## src/valu_defines.svh

```systemverilog
// sizing macros for the vector multiply-add unit, included by the RTL and the testbench
`ifndef VALU_DEFINES_SVH
`define VALU_DEFINES_SVH

// lanes per vector
`define VALU_NUM_ELEMS 4
// bits per lane
`define VALU_ELEM_W 16
`define VALU_VEC_W (`VALU_NUM_ELEMS * `VALU_ELEM_W)

// lane width after the multiplier, one extra bit per half element
`define VALU_PROD_W (`VALU_ELEM_W + 2)
// lane width after the adder, two guard bits per half element
`define VALU_SUM_W (`VALU_ELEM_W + 4)

// cycles from input strobe to result strobe
`define VALU_LATENCY 4

`endif

```

## src/valu_op_pkg.sv

```systemverilog
// opcode encoding of the vector multiply-add instructions, imported by decode and top level
package valu_op_pkg;

  // ------------------------------------------------------------
  // instruction opcodes
  // ------------------------------------------------------------

  typedef enum logic [2:0] {
    // a * b
    VOP_MUL    = 3'b000,
    // a * b + accumulator
    VOP_MULA   = 3'b001,
    // a * b, also written to the accumulator
    VOP_MULTAC = 3'b010,
    // a + b
    VOP_ADD    = 3'b011,
    // a - b
    VOP_SUB    = 3'b100,
    // a + accumulator
    VOP_ADDAC  = 3'b101,
    // a copied into the accumulator
    VOP_MTAC   = 3'b110
  } vop_e;

  // the single unused encoding
  localparam logic [2:0] VOP_ILLEGAL_CODE = 3'b111;

endpackage

```

## src/valu_ctrl_pkg.sv

```systemverilog
// decoded control bundles handed between the datapath stages of the multiply-add unit
package valu_ctrl_pkg;

  // one 16-bit element or two 8-bit elements per lane
  typedef enum logic {
    MODE_FULL = 1'b0,
    MODE_HALF = 1'b1
  } elem_mode_e;

  // second adder operand
  typedef enum logic [1:0] {
    ADDEND_ZERO  = 2'd0,
    ADDEND_B     = 2'd1,
    ADDEND_ACCUM = 2'd2
  } addend_sel_e;

  // ------------------------------------------------------------
  // per-stage bundles
  // ------------------------------------------------------------

  typedef struct packed {
    elem_mode_e  mode;
    addend_sel_e addend_sel;
    logic        negate_b;
  } add_ctrl_t;

  typedef struct packed {
    elem_mode_e mode;
    logic       saturate;
    logic       save_to_accum;
  } round_ctrl_t;

endpackage

```

## src/valu_decode.sv

```systemverilog
// first pipeline stage, registers the operands and turns the opcode into stage controls
`include "valu_defines.svh"

module valu_decode import valu_op_pkg::*, valu_ctrl_pkg::*; (
  input  logic                   clk,
  input  logic                   reset,
  input  logic                   in_valid,
  input  vop_e                   in_op,
  input  logic                   in_frac,
  input  logic                   in_half,
  input  logic [`VALU_VEC_W-1:0] in_a,
  input  logic [`VALU_VEC_W-1:0] in_b,
  output logic                   dec_valid,
  output logic [`VALU_VEC_W-1:0] dec_a,
  output logic [`VALU_VEC_W-1:0] dec_b,
  output logic                   mult_by_one,
  output logic                   mult_shift,
  output elem_mode_e             mode,
  output add_ctrl_t              add_ctrl,
  output round_ctrl_t            round_ctrl
);

  logic        next_by_one;
  logic        next_negate;
  logic        next_save;
  addend_sel_e next_addend;
  elem_mode_e  next_mode;

  assign next_mode = in_half ? MODE_HALF : MODE_FULL;

  // ------------------------------------------------------------
  // opcode decode
  // ------------------------------------------------------------

  always_comb begin
    next_by_one = 1'b0;
    next_negate = 1'b0;
    next_save   = 1'b0;
    next_addend = ADDEND_ZERO;
    case (in_op)
      VOP_MULA:   next_addend = ADDEND_ACCUM;
      VOP_MULTAC: next_save = 1'b1;
      VOP_ADD: begin
        next_by_one = 1'b1;
        next_addend = ADDEND_B;
      end
      VOP_SUB: begin
        next_by_one = 1'b1;
        next_addend = ADDEND_B;
        next_negate = 1'b1;
      end
      VOP_ADDAC: begin
        next_by_one = 1'b1;
        next_addend = ADDEND_ACCUM;
      end
      VOP_MTAC: begin
        next_by_one = 1'b1;
        next_save   = 1'b1;
      end
      // plain product, VOP_MUL
      default: next_addend = ADDEND_ZERO;
    endcase
  end

  always_ff @(posedge clk or posedge reset) begin
    if (reset) begin
      dec_valid   <= 1'b0;
      mult_by_one <= 1'b0;
      mult_shift  <= 1'b0;
      mode        <= MODE_FULL;
      add_ctrl    <= '0;
      round_ctrl  <= '0;
    end else begin
      dec_valid   <= in_valid;
      mult_by_one <= next_by_one;
      // fractional scaling only for real products
      mult_shift  <= in_frac && !next_by_one;
      mode        <= next_mode;
      add_ctrl    <= '{mode: next_mode, addend_sel: next_addend, negate_b: next_negate};
      round_ctrl  <= '{mode: next_mode, saturate: in_frac,
                       save_to_accum: in_valid && next_save};
    end
  end

  always_ff @(posedge clk) begin
    if (in_valid) begin
      dec_a <= in_a;
      dec_b <= in_b;
    end
  end

  // no issue slot may carry the unused encoding
  assert property (@(posedge clk) disable iff (reset)
    in_valid |-> (in_op != VOP_ILLEGAL_CODE))
    else $error("illegal opcode issued");

endmodule

```

## src/ctrl_delay.sv

```systemverilog
// reset-to-zero shift register that carries a control bundle in step with the datapath
module ctrl_delay #(
  parameter type payload_t = logic,
  parameter int  DEPTH     = 1
) (
  input  logic     clk,
  input  logic     reset,
  input  payload_t in,
  output payload_t out
);

  payload_t stages [DEPTH];

  always_ff @(posedge clk or posedge reset) begin
    if (reset) begin
      for (int i = 0; i < DEPTH; i++) begin
        stages[i] <= '0;
      end
    end else begin
      stages[0] <= in;
      for (int i = 1; i < DEPTH; i++) begin
        stages[i] <= stages[i-1];
      end
    end
  end

  assign out = stages[DEPTH-1];

endmodule

```

## src/valu_mult.sv

```systemverilog
// second pipeline stage, per-lane signed multiplier with pass-through of a and fractional scaling
`include "valu_defines.svh"

module valu_mult import valu_ctrl_pkg::*; (
  input  logic                                     clk,
  input  logic                                     reset,
  input  logic                                     dec_valid,
  input  logic [`VALU_VEC_W-1:0]                   dec_a,
  input  logic [`VALU_VEC_W-1:0]                   dec_b,
  input  logic                                     mult_by_one,
  input  logic                                     mult_shift,
  input  elem_mode_e                               mode,
  output logic                                     mul_valid,
  output logic [`VALU_NUM_ELEMS*`VALU_PROD_W-1:0]  mul_p,
  output logic [`VALU_VEC_W-1:0]                   mul_b
);

  localparam int W   = `VALU_ELEM_W;
  localparam int H   = `VALU_ELEM_W / 2;
  localparam int P_W = `VALU_PROD_W;

  wire [`VALU_NUM_ELEMS*P_W-1:0] p_next;

  for (genvar l = 0; l < `VALU_NUM_ELEMS; l++) begin : g_lane
    logic signed [W-1:0]   a_f;
    logic signed [W-1:0]   b_f;
    logic signed [2*W-1:0] p_f;
    logic signed [W:0]     r_f;
    logic signed [H-1:0]   a_h [2];
    logic signed [H-1:0]   b_h [2];
    logic signed [W-1:0]   p_h [2];
    logic signed [H:0]     r_h [2];

    always_comb begin
      a_f = dec_a[l*W +: W];
      b_f = dec_b[l*W +: W];
      p_f = a_f * b_f;
      // full element: keep q15 product bits or the wrapped low half
      if (mult_by_one) r_f = a_f;
      else if (mult_shift) r_f = p_f[2*W-1:W-1];
      else r_f = $signed(p_f[W-1:0]);
      // two independent byte elements
      for (int h = 0; h < 2; h++) begin
        a_h[h] = a_f[h*H +: H];
        b_h[h] = b_f[h*H +: H];
        p_h[h] = a_h[h] * b_h[h];
        if (mult_by_one) r_h[h] = a_h[h];
        else if (mult_shift) r_h[h] = p_h[h][W-1:H-1];
        else r_h[h] = $signed(p_h[h][H-1:0]);
      end
    end

    assign p_next[l*P_W +: P_W] = (mode == MODE_HALF) ? {r_h[1], r_h[0]} : {r_f[W], r_f};
  end

  always_ff @(posedge clk or posedge reset) begin
    if (reset) mul_valid <= 1'b0;
    else mul_valid <= dec_valid;
  end

  always_ff @(posedge clk) begin
    mul_p <= p_next;
    mul_b <= dec_b;
  end

endmodule

```

## src/valu_add.sv

```systemverilog
// third pipeline stage, adds zero, plus or minus b, or the forwarded accumulator to each product
`include "valu_defines.svh"

module valu_add import valu_ctrl_pkg::*; (
  input  logic                                    clk,
  input  logic                                    reset,
  input  logic                                    mul_valid,
  input  logic [`VALU_NUM_ELEMS*`VALU_PROD_W-1:0] mul_p,
  input  logic [`VALU_VEC_W-1:0]                  mul_b,
  input  add_ctrl_t                               add_ctrl,
  input  logic [`VALU_VEC_W-1:0]                  accum,
  input  logic                                    fwd_valid,
  input  logic [`VALU_VEC_W-1:0]                  fwd_value,
  output logic                                    add_valid,
  output logic [`VALU_NUM_ELEMS*`VALU_SUM_W-1:0]  add_sum
);

  localparam int W   = `VALU_ELEM_W;
  localparam int H   = `VALU_ELEM_W / 2;
  localparam int P_W = `VALU_PROD_W;
  localparam int S_W = `VALU_SUM_W;

  logic [`VALU_VEC_W-1:0] addend;
  wire  [`VALU_NUM_ELEMS*S_W-1:0] s_next;

  // a save still in the round stage wins over the stored accumulator
  always_comb begin
    case (add_ctrl.addend_sel)
      ADDEND_B:     addend = mul_b;
      ADDEND_ACCUM: addend = fwd_valid ? fwd_value : accum;
      default:      addend = '0;
    endcase
  end

  for (genvar l = 0; l < `VALU_NUM_ELEMS; l++) begin : g_lane
    logic signed [W:0]   e_f;
    logic signed [W+1:0] s_f;
    logic signed [H:0]   e_h [2];
    logic signed [H+1:0] s_h [2];

    always_comb begin
      e_f = $signed(addend[l*W +: W]);
      if (add_ctrl.negate_b) e_f = -e_f;
      s_f = $signed(mul_p[l*P_W +: W+1]) + e_f;
      for (int h = 0; h < 2; h++) begin
        e_h[h] = $signed(addend[l*W + h*H +: H]);
        if (add_ctrl.negate_b) e_h[h] = -e_h[h];
        s_h[h] = $signed(mul_p[l*P_W + h*(H+1) +: H+1]) + e_h[h];
      end
    end

    assign s_next[l*S_W +: S_W] = (add_ctrl.mode == MODE_HALF) ?
                                  {s_h[1], s_h[0]} : {{2{s_f[W+1]}}, s_f};
  end

  always_ff @(posedge clk or posedge reset) begin
    if (reset) add_valid <= 1'b0;
    else add_valid <= mul_valid;
  end

  always_ff @(posedge clk) begin
    add_sum <= s_next;
  end

endmodule

```

## src/valu_round.sv

```systemverilog
// last pipeline stage, saturates or wraps each element, holds the accumulator, drives the result
`include "valu_defines.svh"

module valu_round import valu_ctrl_pkg::*; (
  input  logic                                   clk,
  input  logic                                   reset,
  input  logic                                   add_valid,
  input  logic [`VALU_NUM_ELEMS*`VALU_SUM_W-1:0] add_sum,
  input  round_ctrl_t                            round_ctrl,
  output logic                                   result_valid,
  output logic [`VALU_VEC_W-1:0]                 result,
  output logic [`VALU_VEC_W-1:0]                 accum,
  output logic                                   fwd_valid,
  output logic [`VALU_VEC_W-1:0]                 fwd_value
);

  localparam int W     = `VALU_ELEM_W;
  localparam int H     = `VALU_ELEM_W / 2;
  localparam int S_W   = `VALU_SUM_W;
  localparam int F_MAX = 2**(W-1) - 1;
  localparam int F_MIN = -(2**(W-1));
  localparam int H_MAX = 2**(H-1) - 1;
  localparam int H_MIN = -(2**(H-1));

  wire [`VALU_VEC_W-1:0] rnd;

  // ------------------------------------------------------------
  // clamp or wrap per element
  // ------------------------------------------------------------

  for (genvar l = 0; l < `VALU_NUM_ELEMS; l++) begin : g_lane
    logic signed [W+1:0] s_f;
    logic [W-1:0]        r_f;
    logic signed [H+1:0] s_h [2];
    logic [H-1:0]        r_h [2];

    always_comb begin
      s_f = add_sum[l*S_W +: W+2];
      r_f = s_f[W-1:0];
      if (round_ctrl.saturate && s_f > F_MAX) r_f = F_MAX[W-1:0];
      if (round_ctrl.saturate && s_f < F_MIN) r_f = F_MIN[W-1:0];
      for (int h = 0; h < 2; h++) begin
        s_h[h] = add_sum[l*S_W + h*(H+2) +: H+2];
        r_h[h] = s_h[h][H-1:0];
        if (round_ctrl.saturate && s_h[h] > H_MAX) r_h[h] = H_MAX[H-1:0];
        if (round_ctrl.saturate && s_h[h] < H_MIN) r_h[h] = H_MIN[H-1:0];
      end
    end

    assign rnd[l*W +: W] = (round_ctrl.mode == MODE_HALF) ? {r_h[1], r_h[0]} : r_f;
  end

  // value being written this cycle, forwarded to the adder
  assign fwd_valid = add_valid && round_ctrl.save_to_accum;
  assign fwd_value = rnd;

  always_ff @(posedge clk or posedge reset) begin
    if (reset) begin
      result_valid <= 1'b0;
      accum        <= '0;
    end else begin
      result_valid <= add_valid;
      if (fwd_valid) accum <= rnd;
    end
  end

  always_ff @(posedge clk) begin
    if (add_valid) result <= rnd;
  end

  // save flag must arrive with its own operation through the delay line
  assert property (@(posedge clk) disable iff (reset)
    round_ctrl.save_to_accum |-> add_valid)
    else $error("accumulator save without a valid operation");

endmodule

```

## src/valu_top.sv

```systemverilog
// top level of the vector multiply-add unit, chains the four stages and their control delays
`include "valu_defines.svh"

module valu_top import valu_op_pkg::*, valu_ctrl_pkg::*; (
  input  logic                   clk,
  input  logic                   reset,
  input  logic                   in_valid,
  input  vop_e                   in_op,
  input  logic                   in_frac,
  input  logic                   in_half,
  input  logic [`VALU_VEC_W-1:0] in_a,
  input  logic [`VALU_VEC_W-1:0] in_b,
  output logic                   result_valid,
  output logic [`VALU_VEC_W-1:0] result
);

  logic                                    dec_valid;
  logic [`VALU_VEC_W-1:0]                  dec_a;
  logic [`VALU_VEC_W-1:0]                  dec_b;
  logic                                    mult_by_one;
  logic                                    mult_shift;
  elem_mode_e                              mode;
  add_ctrl_t                               dec_add_ctrl;
  add_ctrl_t                               add_ctrl;
  round_ctrl_t                             dec_round_ctrl;
  round_ctrl_t                             round_ctrl;
  logic                                    mul_valid;
  logic [`VALU_NUM_ELEMS*`VALU_PROD_W-1:0] mul_p;
  logic [`VALU_VEC_W-1:0]                  mul_b;
  logic                                    add_valid;
  logic [`VALU_NUM_ELEMS*`VALU_SUM_W-1:0]  add_sum;
  logic [`VALU_VEC_W-1:0]                  accum;
  logic                                    fwd_valid;
  logic [`VALU_VEC_W-1:0]                  fwd_value;

  valu_decode valu_decode_i (
    .clk, .reset, .in_valid, .in_op, .in_frac, .in_half, .in_a, .in_b,
    .dec_valid, .dec_a, .dec_b, .mult_by_one, .mult_shift, .mode,
    .add_ctrl(dec_add_ctrl), .round_ctrl(dec_round_ctrl)
  );

  // adder controls wait one stage, rounding controls two
  ctrl_delay #(.payload_t(add_ctrl_t), .DEPTH(1)) add_ctrl_delay_i (
    .clk, .reset, .in(dec_add_ctrl), .out(add_ctrl)
  );

  ctrl_delay #(.payload_t(round_ctrl_t), .DEPTH(2)) round_ctrl_delay_i (
    .clk, .reset, .in(dec_round_ctrl), .out(round_ctrl)
  );

  valu_mult valu_mult_i (
    .clk, .reset, .dec_valid, .dec_a, .dec_b, .mult_by_one, .mult_shift, .mode,
    .mul_valid, .mul_p, .mul_b
  );

  valu_add valu_add_i (
    .clk, .reset, .mul_valid, .mul_p, .mul_b, .add_ctrl, .accum, .fwd_valid, .fwd_value,
    .add_valid, .add_sum
  );

  valu_round valu_round_i (
    .clk, .reset, .add_valid, .add_sum, .round_ctrl,
    .result_valid, .result, .accum, .fwd_valid, .fwd_value
  );

endmodule

```

## config.mk

```make
export PLATFORM = sky130hd
export DESIGN_NAME = valu_top
export DESIGN_NICKNAME = d
export VERILOG_FILES = /design/src/valu_op_pkg.sv /design/src/valu_ctrl_pkg.sv /design/src/valu_decode.sv /design/src/ctrl_delay.sv /design/src/valu_mult.sv /design/src/valu_add.sv /design/src/valu_round.sv /design/src/valu_top.sv
export VERILOG_INCLUDE_DIRS = /design/src /design/src/src
export SDC_FILE = /design/constraint.sdc
export NUM_CORES = 2
export LEC_CHECK = 0
export BUFFER_PORTS_ARGS = -buffer_cell sky130_fd_sc_hd__buf_4
export CAP_MARGIN = 20
export CORE_MARGIN = 2
export CORE_UTILIZATION = 58
export DETAILED_ROUTE_END_ITERATION = 8
export GPL_TIMING_DRIVEN = 0
export MAX_ROUTING_LAYER = met4
export PLACE_DENSITY = 0.75
export SYNTH_ARGS = -nofsm -noshare
export SYNTH_HDL_FRONTEND = slang
export SYNTH_SLANG_ARGS = --single-unit
```

## constraint.sdc

```tcl
create_clock -name clk -period 13.65 [get_ports clk]
set_clock_uncertainty 0.2 [all_clocks]
set_input_delay 4.095 -clock clk [delete_from_list [all_inputs] [get_ports clk]]
set_output_delay 4.095 -clock clk [all_outputs]
set_load 0.02 [all_outputs]
```

==> metrics.cfg <==
[yosys]
synth_cells=8573
yosysSeqAreaShare_pct=15.3
synth_area_um2=79800
ys_ff_latch=493
synth-edff-count=192
async_flop_share_pct=17.2
synth_top_cell_area_share_pct=35.3
synth_top_cell_by_area=fa_1
synth_fp_nets=10800
synth_area_leaders=fa_1 35%, ha_1 11%, inv_1 9.0%, edfxtp_1 7.2%, dfxtp_1 5.4%
syn_area_per_cell_um2=9.31
synthFlopType=dfxtp_1
ys_warn_count=0
yosysUniqueCellTypes=108

[worst_setup_path]
worst_setup_path_start_kind=flip-flop
crit_start=valu_decode_i.dec_b[39]
rr_startpoint=valu_decode_i.dec_b[39]
crit_type=flip-flop to flip-flop
rr_worst_depth=22
critical_path.endpoint_type=flip-flop
worst-path-max-fanout=10
r2r_end=valu_mult_i.mul_p[41]
worst_ep_required_time_ns=14.05
worst-endpoint-arrival_ns=8.73
cp-endpoint=valu_mult_i.mul_p[41]
reg2reg_slack_ns=5.32

[global_routing]
grt_overflow=0
grt_pass1_wl_um=402000
grt_usage_pct=39.6
grt_pass1_vias=66400
grt_max_degree=68
antenna_found_initial=20

[final_layout]
fillers=11500
area_growth_pct=8.10
layout_commonest_cell=inv_1
drive_gt1_share_pct=5.47
fin_nets=11100
final_cell_mix=1904 x inv_1, 1408 x fa_1, 856 x nand2_1, 670 x ha_1, 486 x and2_1

[floorplan]
die_area_um2=141000
die_h_um=375
pin_count=201
die_width_um=375
initial_utilization_pct=58.3
row_count=136
core_um2=137000

[timing]
rsz0062_at_grt=false
tns_ns=0
hold_viol_final=0
worst_slew_pin_slew_ns=1.39
drv_slew=0
timing.fmax_mhz=120
slew_headroom_pct=7.48
fin_crit_ns=8.33
fin_crit_sh_pct=61.0
setup_viol=0

[min_path]
min_path_type=flip-flop to flip-flop

[clocking]
clk_latency_ns=0.73
clock-sinks=493
clock_path_buffers=3
ctsHtreeMaxLevel=2
cts_resized=0
cts_made_buffers=60
clk_pin_slew_ns=0.06
cts_tree=built
post_cts_buffers=0
cts_hold_buffers=0
cts_root_buf=clkbuf_16

[drt]
routed_via_density=5.90
drt_drc_violations_left=0
routed-via-count=63300
firstDrtPassIters=7
drtAntennaViolNets=0
wirelength_um=265000
routedWlPerCell_um=24.7
drt_first_iter_violations=6034

[placement]
gp_congestion=1.02
io_buffers=200
hpwl_um=213000

[run]
maxCapViolations=0

[outcome]
outcome=finished, final reports clean

-- synthesized netlist by cell type, types with 192 or more instances --
master and count:
a21oi_1 308, and2_1 486, clkbuf_1 256, dfxtp_1 216, edfxtp_1 192, fa_1 1408, ha_1 670, inv_1 1905
nand2_1 856, nor2_1 291, o21ai_0 278, xnor2_1 267
-- worst min-delay path by stage --
stage / start / endpoint / slack [ns] / cells past startpoint
floorplan: valu_decode_i.add_ctrl[0] / add_ctrl_delay_i.out[0] / 0.13 / 0
global placement: valu_mult_i.mul_valid / valu_add_i.add_valid / 0.13 / 0
CTS: valu_decode_i.round_ctrl[1] / round_ctrl_delay_i.stages[4] / 0.15 / 0
global route: valu_decode_i.round_ctrl[1] / round_ctrl_delay_i.stages[4] / 0.16 / 0
detailed placement: valu_decode_i.round_ctrl[1] / round_ctrl_delay_i.stages[4] / 0.13 / 0
finish: valu_decode_i.add_ctrl[0] / add_ctrl_delay_i.out[0] / 0.15 / 0
-- worst max-delay path: stages (launching register included) --
cell	delay [ns]
edfxtp_1	0.55
clkbuf_1	0.69
clkbuf_1	0.59
nand2_1	0.19
fa_1	0.58
inv_1	0.06
fa_1	0.50
inv_1	0.06
fa_1	0.53
inv_1	0.05
fa_1	0.35
inv_1	0.08
fa_1	0.43
fa_1	0.49
inv_1	0.06
ha_1	0.27
clkbuf_1	0.21
a2111o_1	0.44
o31ai_1	0.82
nor2_1	0.12
nor4_1	0.51
a211oi_1	0.15
o31ai_1	0.29
-- sequential cells by signal, summed over array words and instances, names as in the netlist, 2 cells and up --
signal / count
valu_mult_i.mul_p: 72
round_ctrl_delay_i.stages: 3
valu_decode_i.round_ctrl: 2
valu_round_i.result: 64
valu_decode_i.add_ctrl: 3
valu_mult_i.mul_b: 64
round_ctrl_delay_i.out: 3
valu_decode_i.dec_b: 64
valu_round_i.accum: 64
add_ctrl_delay_i.out: 3
valu_decode_i.dec_a: 64
valu_add_i.add_sum: 80
-- through the flow --
stage                     hold WS (ns)  worst slack [ns]  util, %  instances  instance area, µm²
after global routing             0.156              5.09     63.0      10700               86300
final                            0.147              5.32     63.0      10700               86300
after detailed placement         0.135              5.48     61.5      10600               84200
after CTS                        0.149              5.45     62.9      10700               86200
after floorplan                  0.131              7.02        -       8573               79800
after global placement           0.132              4.34     61.0      10600               83600
-- final cells by class --
cell class	count	area, µm²	area share [%]
diodes	6	15.0	0.0174
repair buffers	236	2170	2.51
inverters	1906	7160	8.29
flip-flops and latches	493	12200	14.2
clock buffers	75	1610	1.87
multi-input cells	5879	59300	68.7
plain buffers	295	1200	1.39
well taps	1794	2240	2.60
clock inverters	39	398	0.461
-- per-layer routing --
layer | track usage [%] | up-vias | wire length, µm
met5 | - | - | 0
li1 | - | 27400 | -
met4 | 19.8 | 0 | 16700
met2 | 57.6 | 3313 | 114000
met1 | 52.1 | 31800 | 105000
met3 | 9.34 | 742 | 29200
-- logic make-up after synthesis --
family	Yosys count	synth area share (%)
xor+xnor	386	4.24
mux	89	1.30
simple gates	2063	12.6
flops	493	15.3
compound gates	1263	10.3
fa+ha+maj	2078	45.8
buf+inv	2201	10.4
Power is left out: the tool's default activity adds up to more than one toggle a clock period on the data nets, which glitch-free logic cannot reach.
